`src/rtl/pcs_rx_pkg.sv`:
```
package pcs_rx_pkg;

	// ==================================================
	// Widths
	// ==================================================

	// The SERDES delivers one 32-bit word per valid cycle.
	localparam int lane_width = 32;

	// A 64b/66b block is a two-bit sync header followed by 64 payload bits.
	localparam int payload_width = 64;
	localparam int header_width = 2;
	localparam int block_width = header_width + payload_width;

	// The gearbox buffer holds one partial block plus one full lane word.
	localparam int buf_width = block_width + lane_width;
	localparam int fill_bits = $clog2(buf_width + 1);

	// Fill level of the gearbox buffer, in bits.
	typedef logic [fill_bits-1:0] fill_t;

	// ==================================================
	// Sync headers and block synchronizer thresholds
	// ==================================================

	// Header bit 0 is received first, so the line pattern 0 then 1 marks a data block.
	localparam logic [header_width-1:0] sync_data = 2'b10;
	localparam logic [header_width-1:0] sync_ctrl = 2'b01;

	// Bad headers tolerated in one window; the next one forces a bitslip.
	localparam int err_limit = 15;
	localparam int err_bits = $clog2(err_limit + 1);

	// An 11-bit block counter gives a 2048-block error window.
	localparam int window_bits = 11;

	// Window position at which a clean window declares lock.
	localparam int good_count = 128;

	// The counter wraps after 255 blocks, which is the blind time after a slip.
	localparam int cooldown_bits = 8;

	// ==================================================
	// Scrambler polynomial 1 + x^39 + x^58
	// ==================================================

	localparam int scr_tap_a = 39;
	localparam int scr_tap_b = 58;

endpackage

```
`src/rtl/pcs_block_if.sv`:
```
// Link from the gearbox to the block synchronizer.
// The sink answers with a one-cycle bitslip pulse.
interface gearbox_if;

	logic valid;
	logic [pcs_rx_pkg::header_width-1:0] header;
	logic [pcs_rx_pkg::payload_width-1:0] data;
	logic bitslip;

	modport src (output valid, output header, output data, input bitslip);
	modport snk (input valid, input header, input data, output bitslip);

endinterface

// Link from the block synchronizer to the descrambler.
// The lock flag travels alongside every block.
interface aligned_if;

	logic valid;
	logic [pcs_rx_pkg::header_width-1:0] header;
	logic [pcs_rx_pkg::payload_width-1:0] data;
	logic block_sync_good;

	modport src (output valid, output header, output data, output block_sync_good);
	modport snk (input valid, input header, input data, input block_sync_good);

endinterface

```
`src/rtl/block_sync.sv`:
```
module block_sync (
	input logic clk,
	input logic reset,
	gearbox_if.snk blk_in,
	aligned_if.src blk_out
);

	// ==================================================
	// Alignment state
	// ==================================================

	logic [pcs_rx_pkg::err_bits-1:0] err_count;
	logic [pcs_rx_pkg::window_bits-1:0] window;
	logic [pcs_rx_pkg::cooldown_bits-1:0] cooldown;
	logic bitslip;
	logic sync_good;

	// A header is legal only when it is one of the two defined codes.
	logic bad_header;

	// Error count as seen by this block; a fresh window starts from zero.
	logic [pcs_rx_pkg::err_bits-1:0] err_now;

	assign bad_header = !((blk_in.header == pcs_rx_pkg::sync_data) ||
		(blk_in.header == pcs_rx_pkg::sync_ctrl));
	assign err_now = (window == '0) ? '0 : err_count;

	assign blk_in.bitslip = bitslip;
	assign blk_out.block_sync_good = sync_good;

	always_ff @(posedge clk) begin
		if (reset) begin
			err_count <= '0;
			window <= '0;
			cooldown <= '0;
			bitslip <= 1'b0;
			sync_good <= 1'b0;
		end else begin
			// The slip request lasts a single cycle.
			bitslip <= 1'b0;

			if (blk_in.valid) begin
				if (cooldown != '0) begin
					// Blocks cut before the slip took effect are still in flight.
					// The counter wraps to zero after 255 blocks and ends the blind time.
					cooldown <= cooldown + 1'b1;
				end else if (bad_header &&
					(err_now == pcs_rx_pkg::err_bits'(pcs_rx_pkg::err_limit))) begin
					// One error too many in this window.
					// Slip by one bit and start over with a fresh window.
					bitslip <= 1'b1;
					cooldown <= pcs_rx_pkg::cooldown_bits'(1);
					window <= '0;
					err_count <= '0;
					sync_good <= 1'b0;
				end else begin
					window <= window + 1'b1;
					err_count <= err_now + pcs_rx_pkg::err_bits'(bad_header);

					// A window that stays clean up to this point means the alignment holds.
					if ((window == pcs_rx_pkg::window_bits'(pcs_rx_pkg::good_count)) &&
						(err_now == '0) && !bad_header) begin
						sync_good <= 1'b1;
					end
				end
			end
		end
	end

	// ==================================================
	// Block forwarding
	// ==================================================

	// Every block passes on one cycle later, aligned or not.
	always_ff @(posedge clk) begin
		if (reset) begin
			blk_out.valid <= 1'b0;
		end else begin
			blk_out.valid <= blk_in.valid;
		end
	end

	always_ff @(posedge clk) begin
		blk_out.header <= blk_in.header;
		blk_out.data <= blk_in.data;
	end

endmodule

```
`src/rtl/descrambler.sv`:
```
module descrambler (
	input logic clk,
	input logic reset,
	aligned_if.snk blk_in,
	output logic rx_valid,
	output logic [pcs_rx_pkg::header_width-1:0] rx_header,
	output logic [pcs_rx_pkg::payload_width-1:0] rx_data,
	output logic block_sync_good
);

	// ==================================================
	// Scrambler history
	// ==================================================

	// The last 58 scrambled bits seen on the line.
	// Bit 0 is the oldest and bit 57 the most recent.
	logic [pcs_rx_pkg::scr_tap_b-1:0] history;

	// History followed by the new payload, so that bit i of the payload sits at
	// position 58 + i and its two tap bits sit 39 and 58 positions lower.
	logic [pcs_rx_pkg::payload_width+pcs_rx_pkg::scr_tap_b-1:0] stream;
	logic [pcs_rx_pkg::payload_width-1:0] plain;

	assign stream = {blk_in.data, history};

	// All 64 bits are unrolled at once, since every tap reaches back at least 39 bits.
	assign plain = blk_in.data ^
		stream[(pcs_rx_pkg::scr_tap_b - pcs_rx_pkg::scr_tap_a) +: pcs_rx_pkg::payload_width] ^
		stream[0 +: pcs_rx_pkg::payload_width];

	// The descrambler feeds back scrambled bits, so any wrong history is flushed
	// by the next block.
	always_ff @(posedge clk) begin
		if (blk_in.valid) begin
			history <= stream[pcs_rx_pkg::payload_width +: pcs_rx_pkg::scr_tap_b];
		end
	end

	// ==================================================
	// Output register
	// ==================================================

	always_ff @(posedge clk) begin
		if (reset) begin
			rx_valid <= 1'b0;
			block_sync_good <= 1'b0;
		end else begin
			rx_valid <= blk_in.valid;
			block_sync_good <= blk_in.block_sync_good;
		end
	end

	// The sync header is never scrambled.
	always_ff @(posedge clk) begin
		rx_header <= blk_in.header;
		rx_data <= plain;
	end

endmodule

```
`src/rtl/pcs_rx_top.sv`:
```
module pcs_rx_top (
	input logic clk,
	input logic reset,

	// Raw words from the SERDES.
	input logic lane_valid,
	input logic [pcs_rx_pkg::lane_width-1:0] lane_data,

	// Aligned and descrambled blocks.
	output logic rx_valid,
	output logic [pcs_rx_pkg::header_width-1:0] rx_header,
	output logic [pcs_rx_pkg::payload_width-1:0] rx_data,
	output logic block_sync_good
);

	// ==================================================
	// Internal links
	// ==================================================

	// Raw blocks forward, bitslip requests back.
	gearbox_if gb_link ();

	// Aligned blocks with the lock flag.
	aligned_if al_link ();

	// ==================================================
	// Receive pipeline
	// ==================================================

	// Stage 1 cuts 66-bit blocks out of the word stream.
	rx_gearbox i_gearbox (
		.clk (clk),
		.reset (reset),
		.lane_valid (lane_valid),
		.lane_data (lane_data),
		.blk (gb_link.src)
	);

	// Stage 2 checks headers and steers the gearbox until lock.
	block_sync i_block_sync (
		.clk (clk),
		.reset (reset),
		.blk_in (gb_link.snk),
		.blk_out (al_link.src)
	);

	// Stage 3 removes the scrambling from the payload.
	descrambler i_descrambler (
		.clk (clk),
		.reset (reset),
		.blk_in (al_link.snk),
		.rx_valid (rx_valid),
		.rx_header (rx_header),
		.rx_data (rx_data),
		.block_sync_good (block_sync_good)
	);

endmodule

```
`src/rtl/rx_gearbox.sv`:
```
module rx_gearbox (
	input logic clk,
	input logic reset,
	input logic lane_valid,
	input logic [pcs_rx_pkg::lane_width-1:0] lane_data,
	gearbox_if.src blk
);

	// ==================================================
	// Shift buffer
	// ==================================================

	// Bit 0 of the buffer is the oldest bit on the line.
	// Bits at or above the fill level hold stale data and are masked off.
	logic [pcs_rx_pkg::buf_width-1:0] buffer;
	pcs_rx_pkg::fill_t fill;

	// Buffer contents and fill after this cycle's word and slip.
	logic [pcs_rx_pkg::buf_width-1:0] merged;
	pcs_rx_pkg::fill_t merged_fill;

	// Helpers for placing the new word just above the valid bits.
	logic [pcs_rx_pkg::buf_width-1:0] keep_mask;
	logic [pcs_rx_pkg::buf_width-1:0] word_ext;

	// A full block is available for output.
	logic emit;

	always_comb begin
		keep_mask = ~({pcs_rx_pkg::buf_width{1'b1}} << fill);
		word_ext = {{(pcs_rx_pkg::buf_width - pcs_rx_pkg::lane_width){1'b0}}, lane_data};
		merged = buffer & keep_mask;
		merged_fill = fill;

		// The new word lands directly after the newest valid bit.
		if (lane_valid) begin
			merged = merged | (word_ext << fill);
			merged_fill = fill + pcs_rx_pkg::fill_t'(pcs_rx_pkg::lane_width);
		end

		// A slip throws away the oldest bit, which moves every later block boundary.
		// The slip lands before the next block is cut from the buffer.
		if (blk.bitslip && (merged_fill != '0)) begin
			merged = merged >> 1;
			merged_fill = merged_fill - 1'b1;
		end
	end

	assign emit = (merged_fill >= pcs_rx_pkg::fill_t'(pcs_rx_pkg::block_width));

	// ==================================================
	// Control state
	// ==================================================

	// The fill never exceeds 97 bits, since a block leaves as soon as 66 are present.
	always_ff @(posedge clk) begin
		if (reset) begin
			fill <= '0;
			blk.valid <= 1'b0;
		end else begin
			blk.valid <= emit;
			if (emit) begin
				fill <= merged_fill - pcs_rx_pkg::fill_t'(pcs_rx_pkg::block_width);
			end else begin
				fill <= merged_fill;
			end
		end
	end

	// Payload path.
	// The oldest 66 bits form the block: header first, then payload bit 0 upward.
	always_ff @(posedge clk) begin
		if (emit) begin
			blk.header <= merged[pcs_rx_pkg::header_width-1:0];
			blk.data <= merged[pcs_rx_pkg::header_width +: pcs_rx_pkg::payload_width];
			buffer <= merged >> pcs_rx_pkg::block_width;
		end else begin
			buffer <= merged;
		end
	end

endmodule

```
`config.mk`:
```
export PLATFORM = sky130hd
export DESIGN_NAME = pcs_rx_top
export DESIGN_NICKNAME = d
export VERILOG_FILES = /design/src/rtl/pcs_rx_pkg.sv /design/src/rtl/pcs_block_if.sv /design/src/rtl/block_sync.sv /design/src/rtl/descrambler.sv /design/src/rtl/pcs_rx_top.sv /design/src/rtl/rx_gearbox.sv
export SDC_FILE = /design/constraint.sdc
export NUM_CORES = 1
export LEC_CHECK = 0
export ABC_AREA = 1
export BUFFER_PORTS_ARGS = -buffer_cell sky130_fd_sc_hd__buf_2
export CORE_UTILIZATION = 50
export CTS_CLUSTER_DIAMETER = 40
export DETAILED_ROUTE_END_ITERATION = 8
export GPL_ROUTABILITY_DRIVEN = 0
export PLACE_DENSITY = 0.64
export SLEW_MARGIN = 15
export SYNTH_ARGS = -nofsm -noshare
export SYNTH_HDL_FRONTEND = slang
export SYNTH_SLANG_ARGS = --single-unit
```
`constraint.sdc`:
```
create_clock -name clk -period 8.6 [get_ports clk]
set_input_delay 0.86 -clock clk [delete_from_list [all_inputs] [get_ports clk]]
set_output_delay 0.86 -clock clk [all_outputs]
set_load 0.01 [all_outputs]
```
==> reports/qor.yml, run 1 <==
drive_above_1_share: 0.108
finClkSkew_ns: 0.0313
synthArstFlopShare: 0
finalNetCount: 2383
grt_pass1_vias: 15000
cts_buffer_depth: 3
drtPass1Iterations: 9
required_ns: 8.80
finalHoldViolations: 0
yosysUniqueCellTypes: 48
period_needed_ns: 4.72
swShare: 0.358
synth-edff-count: 124
cts_buffers: 52
ys_seq_area_frac: 0.494
synthCells: 2272
syn2layout_area_growth_pct: 14.1
grtUsageTotal: 0.295
cts_root_buffer: "clkbuf_16"
arrival_ns: 4.91
dp.final_hpwl_um: 38900
hold_path_class: "reg -> reg"
reg2reg_slack_ns: 3.88
synthesis.nets: 2320
num_io_pins: 103
p_int_mw: 4.16
final_area_mm2: 0.0209
antenna_found_initial: 1
tightest_slew_ns: 0.896
power_mw: 6.48
fin_crit_sh: 0.548
placed_area_mm2: 0.0190
violations: "DRC"
grt-ovfl-total: 0
syn-cell-area_mm2: 0.0183
worstRegToRegCells: 16
avgSynthCellArea_um2: 8.06
vias: 16300
setup_tns_ns: 0
hold_ws_ns: 0.311
critPathMaxFanout: 155
num_rows: 69
grt_pass1_wl_um: 85300
drt-initial-drc-count: 2253
relSlewSlack: 0.402
htreeDepth: 2
cts.sinks: 390
combPwrFrac: 0.283
max_cap_violations: 0
holdPathStages: 0
drc: 18
reg2reg_from: "i_gearbox.fill[6]"
fmaxAchievable_ghz: 0.212
die_w_um: 193
cts_hold_buffers: 0
wire_per_inst_um: 19.4
wl_um: 55200
status: "finished, violations left"
die-area_mm2: 0.0374
ir_drop_mv: 0.238
r2r-end: "i_gearbox.blk.data[1]"
ys_ff_latch: 390
worst-setup-path-type: "reg -> reg"
cts-resized-gates: 0
post_cts_buffers: 0
initial_utilization: 0.511
power.leakage_nw: 9.10
worstSkewPairLatency_ns: 0.60
cts_tree: "built"
clkTransAtPathRegs_ns: 0.06
drv_slew: 0
setup_viol: 0
clkPwrFrac: 0.343
yosysWarningCount: 0
fin_cells: 2841
min_from: "i_gearbox.blk.data[37]"
core_area_mm2: 0.0358
die_height_um: 193
min_to: "i_block_sync.blk_out.data[37]"
ys.flop_type: "dfxtp_1"
switchingPower_mw: 2.32
powerDensity_mw_per_mm2: 310
seq_power_share: 0.373
routed_via_density: 5.73
grt_setup_unrepaired: "false"
setup.worst_path.end_class: "flop"
portBuffers: 102
placedCellCount: 2742
start_kind: "flop"
detail-route-antenna-nets: 0
grt_max_degree: 156
-- worst max-delay path by stage --
| stage | startpoint | to | cells past startpoint |
|---|---|---|---|
| after floorplan | i_gearbox.fill[5] | i_gearbox.blk.data[0] | 18 |
| after global routing | i_gearbox.fill[6] | i_gearbox.buffer[29] | 18 |
| final | i_gearbox.fill[6] | i_gearbox.blk.data[1] | 16 |
| after global placement | i_gearbox.fill[6] | i_gearbox.blk.data[46] | 16 |
| after detailed placement | i_gearbox.fill[6] | i_gearbox.blk.data[47] | 16 |
| after CTS | i_gearbox.fill[6] | i_gearbox.blk.data[1] | 16 |
-- worst max-delay path, cell delays in order (launching register included) --
cell	delay (ns)
dfxtp_2	0.31
buf_4	0.68
inv_2	0.39
ha_1	0.41
nand2_1	0.05
o21ai_0	0.13
nor2_1	0.12
nand2_4	0.12
nand2_4	0.28
inv_4	0.51
nand2_2	0.09
nand2_2	0.10
nor2_2	0.05
nand2_1	0.13
nor2_2	0.07
nor2_4	0.14
buf_12	0.61
-- power by group through the flow --
| stage | clock, mW | combinational [mW] | sequential, mW |
|---|---|---|---|
| detailed placement | 0 | 1.75 | 2.45 |
| global route | 2.35 | 1.96 | 2.44 |
| floorplan | 0 | 1.12 | 2.45 |
| finish | 2.22 | 1.84 | 2.42 |
| CTS | 2.26 | 1.75 | 2.42 |
| global placement | 0 | 1.73 | 2.45 |
-- state kept, by name, indices dropped and copies added, names as in the netlist, 2 cells and up --
register,cells
i_block_sync.window,11
i_descrambler.history,58
i_gearbox.blk.data,64
i_block_sync.err_count,4
i_gearbox.blk.header,2
i_gearbox.buffer,98
i_block_sync.blk_out.header,2
i_descrambler.rx_data,64
i_gearbox.fill,7
i_block_sync.blk_out.data,64
i_block_sync.cooldown,8
i_descrambler.rx_header,2
-- per-layer routing --
metal  vias to the layer above  part of all wire  GRT usage
met4                         0             0.061      0.178
li1                       7702                 -          -
met1                      7445              0.40      0.381
met2                       945              0.43      0.447
met5                         -                 0          0
met3                       186              0.11     0.0736
-- synthesized netlist by cell type, drive strengths merged (4+ instances only) --
library cell	count	area (um^2)
a21oi	49	268
and2	21	131
buf	65	349
clkbuf	47	176
clkinv	5	18.8
dfxtp	266	5330
edfxtp	124	3720
ha	13	163
inv	137	517
nand2	605	2310
nand3	463	2320
nand4	22	138
nor2	141	636
nor3	14	70.1
o211ai	25	188
o21a	5	37.5
o21ai	107	536
o31ai	4	30.0
xnor2	131	1150
xor2	8	70.1
-- cell type report --
type / instances / area (um^2)
clock inverters: 37 / 427
repair buffers: 121 / 666
diodes: 1 / 2.50
clock buffers: 61 / 1420
flip-flops and latches: 390 / 9050
inverters: 142 / 536
well taps: 461 / 577
fillers: 3304 / 14900
multi-input cells: 1628 / 8200
-- cell families after synthesis --
group / Yosys count / synth area share
adder cells (fa/ha/maj): 13 / 0.00889
AND/OR/NAND/NOR: 1274 / 0.309
AO/OA/AOI/OAI: 202 / 0.0633
buffers and inverters: 254 / 0.0580
flip-flops: 390 / 0.494
XOR/XNOR: 139 / 0.0665
-- cells in the final DEF (no fill, tap or decap), types with 4 or more instances in the layout --
cell	instances
a21oi_1	43
a21oi_2	6
and2_1	21
buf_2	102
buf_4	18
bufinv_16	5
clkbuf_1	4
clkbuf_16	55
clkinv_1	9
clkinv_2	5
clkinvlp_4	6
dfxtp_1	263
edfxtp_1	124
ha_1	13
inv_1	131
inv_2	5
inv_6	8
nand2_1	596
nand2_2	6
nand3_1	463
nand4_1	22
nor2_1	122
nor2_2	7
nor2_4	11
nor3_1	14
o211ai_1	25
o21a_1	5
o21ai_0	99
o21ai_1	8
o31ai_1	4
xnor2_1	131
xor2_1	8
-- per-stage QoR --
step | util | setup WS (ns)
floorplan | - | 5.12
global placement | 0.531 | 4.22
detailed placement | 0.531 | 4.12
CTS | 0.583 | 4.11
global route | 0.583 | 3.76
finish | 0.583 | 3.88
(Power assumes the default switching activity.)
==> run 2: changes to the inputs <==
==> constraint.sdc (replaced) <==
create_clock -name clk -period 4.6 [get_ports clk]
set_input_delay 0.46 -clock clk [delete_from_list [all_inputs] [get_ports clk]]
set_output_delay 0.46 -clock clk [all_outputs]
set_load 0.01 [all_outputs]
==> run 2 against run 1 <==
Net effect:
- the flow still finishes with violations (DRC)
- maximum frequency is 28% higher
- first-iteration DRC count rose by 6.1%
- die area stayed put
- highest routed layer unchanged
- largest cell class unchanged
- clock power is 66% higher
- utilization is 0.57 points lower
- flip-flop and latch count stayed put
- worst setup slack lost 3.0 ns
- routed wire length shrank 0.63%
- critical path type unchanged
- global-route usage decreased by 0.18 points
- hold slack better by 0.0025 ns
==> reports/qor.yml, run 2 (same netlist as run 1, synthesis figures left out) <==
status: "finished, violations left"
violations: "DRC"
relSlewSlack: 0.400  # -0.00284
setup_tns_ns: 0  # unchanged
cts_tree: "built"
cts.sinks: 390  # unchanged
critPathMaxFanout: 129  # -17%
setup.worst_path.end_class: "flop"
cts_root_buffer: "clkbuf_16"
core_area_mm2: 0.0358  # unchanged
clkTransAtPathRegs_ns: 0.05  # about the same
cts_buffers: 49  # -5.8%
placedCellCount: 2749  # +0.26%
antenna_found_initial: 2  # +1
fmaxAchievable_ghz: 0.272  # +28%
use_met3: 0.0697  # -0.00384
die-area_mm2: 0.0374  # unchanged
ir_drop_mv: 0.364  # +53%
seq_power_share: 0.391  # +0.018
wl_um: 54900  # -0.63%
portBuffers: 102  # unchanged
initial_utilization: 0.511  # unchanged
grt_max_degree: 130  # -17%
drt-initial-drc-count: 2390  # +6.1%
die_w_um: 193  # unchanged
top_register: "i_gearbox.buffer"
grtUsageMet1: 0.372  # -0.00951
finalHoldViolations: 0  # unchanged
detail-route-antenna-nets: 0  # unchanged
worstSkewPairLatency_ns: 0.60  # about the same
largest_register_ffs: 98  # unchanged
setup_viol: 0  # unchanged
grt-ovfl-total: 0  # unchanged
hold_ws_ns: 0.313  # +0.00246 ns
finClkSkew_ns: 0.0287  # -0.00264 ns
cts-resized-gates: 0  # unchanged
fin_crit_sh: 0.799  # +0.251
cts_buffer_depth: 3  # unchanged
final_cell_mix: "596 x nand2_1, 463 x nand3_1, 263 x dfxtp_1"
clkPwrFrac: 0.317  # -0.026
switchingPower_mw: 4.24  # +83%
num_rows: 69  # unchanged
max_cap_violations: 0  # unchanged
htreeDepth: 2  # unchanged
required_ns: 4.81  # -3.99 ns
p_int_mw: 7.39  # +78%
post_cts_buffers: 0  # unchanged
period_needed_ns: 3.68  # -1.04 ns
dp.final_hpwl_um: 39600  # +1.6%
grtUsageTotal: 0.293  # -0.00179
grt_setup_unrepaired: "false"
arrival_ns: 3.88  # -1.03 ns
num_io_pins: 103  # unchanged
fin_util: 0.577  # -0.00573
vias: 16300  # -0.025%
wire_per_inst_um: 19.3  # -0.67%
use_met2: 0.465  # +0.0187
grt_pass1_vias: 15200  # +1.5%
tightest_slew_ns: 0.901  # +0.00426 ns
drive_above_1_share: 0.106  # -0.00173
powerDensity_mw_per_mm2: 562  # +81%
grt_pass1_wl_um: 84900  # -0.47%
swShare: 0.365  # +0.00624
power_mw: 11.6  # +79%
hold_path_class: "in -> reg"
grt_most_used_layer: "met2"
start_kind: "flop"
syn2layout_area_growth_pct: 13.0
final_common_cell: "nand2_1"
drtPass1Iterations: 9  # unchanged
cts_hold_buffers: 0  # unchanged
fin_cells: 2842  # +0.035%
worst-setup-path-type: "reg -> reg"
combPwrFrac: 0.292  # +0.009
drc: 18  # unchanged
finalNetCount: 2387  # +0.17%
drv_slew: 0  # unchanged
routed_via_density: 5.73  # about the same
die_height_um: 193  # unchanged
power.leakage_nw: 9.02  # -0.85%
[run 2: power groups by stage]
stage               clock network (mW)  registers (mW)  logic (mW)
CTS                               3.76            4.54        3.26
global route                      3.91            4.59        3.65
finish                            3.69            4.54        3.40
floorplan                            0            4.58        2.09
detailed placement                   0            4.61        3.25
global placement                     0            4.60        3.23
[run 2: layout make-up]
cell class              instances  area, um^2
clock inverters                32         305
diodes                          1        2.50
fillers                      3306       15200
flip-flops and latches        390        9050
repair buffers                128         718
clock buffers                  60        1290
inverters                     142         536
multi-input cells            1628        8200
well taps                     461         577
[run 2: final timing paths]
check / start / end / slack, ns / depth (start not counted)
min reg2reg: i_block_sync.blk_out.header[1] / i_descrambler.rx_header[1] / 0.34 / 0
max reg2reg: i_gearbox.fill[1] / i_gearbox.blk.data[31] / 0.92 / 14
min: reset / i_block_sync.err_count[2] / 0.31 / 2
max: i_gearbox.fill[1] / i_gearbox.blk.data[31] / 0.92 / 14
[run 2: per-layer routing]
layer	vias to the layer above	routed length, um
li1	7702	-
met1	7416	21700
met2	959	24300
met3	197	5910
met4	0	2950
met5	-	0
[run 2: critical path: stages, from the launching register on]
cell     delay [ns]
dfxtp_1        0.31
inv_2          0.41
ha_1           0.33
inv_1          0.08
nor2_1         0.18
nand2_4        0.10
nand2_4        0.09
buf_4          0.48
nand2_1        0.10
nand2_1        0.13
nand2_1        0.08
nor2_2         0.11
nor2_2         0.05
nor2_4         0.19
buf_12         0.52
[run 2: metrics by stage]
step	worst slack (ns)	cell area, um^2
after global routing	0.663	20700
after floorplan	1.12	18300
final	0.924	20700
after CTS	1.03	20700
after global placement	1.05	19100
after detailed placement	1.02	19100
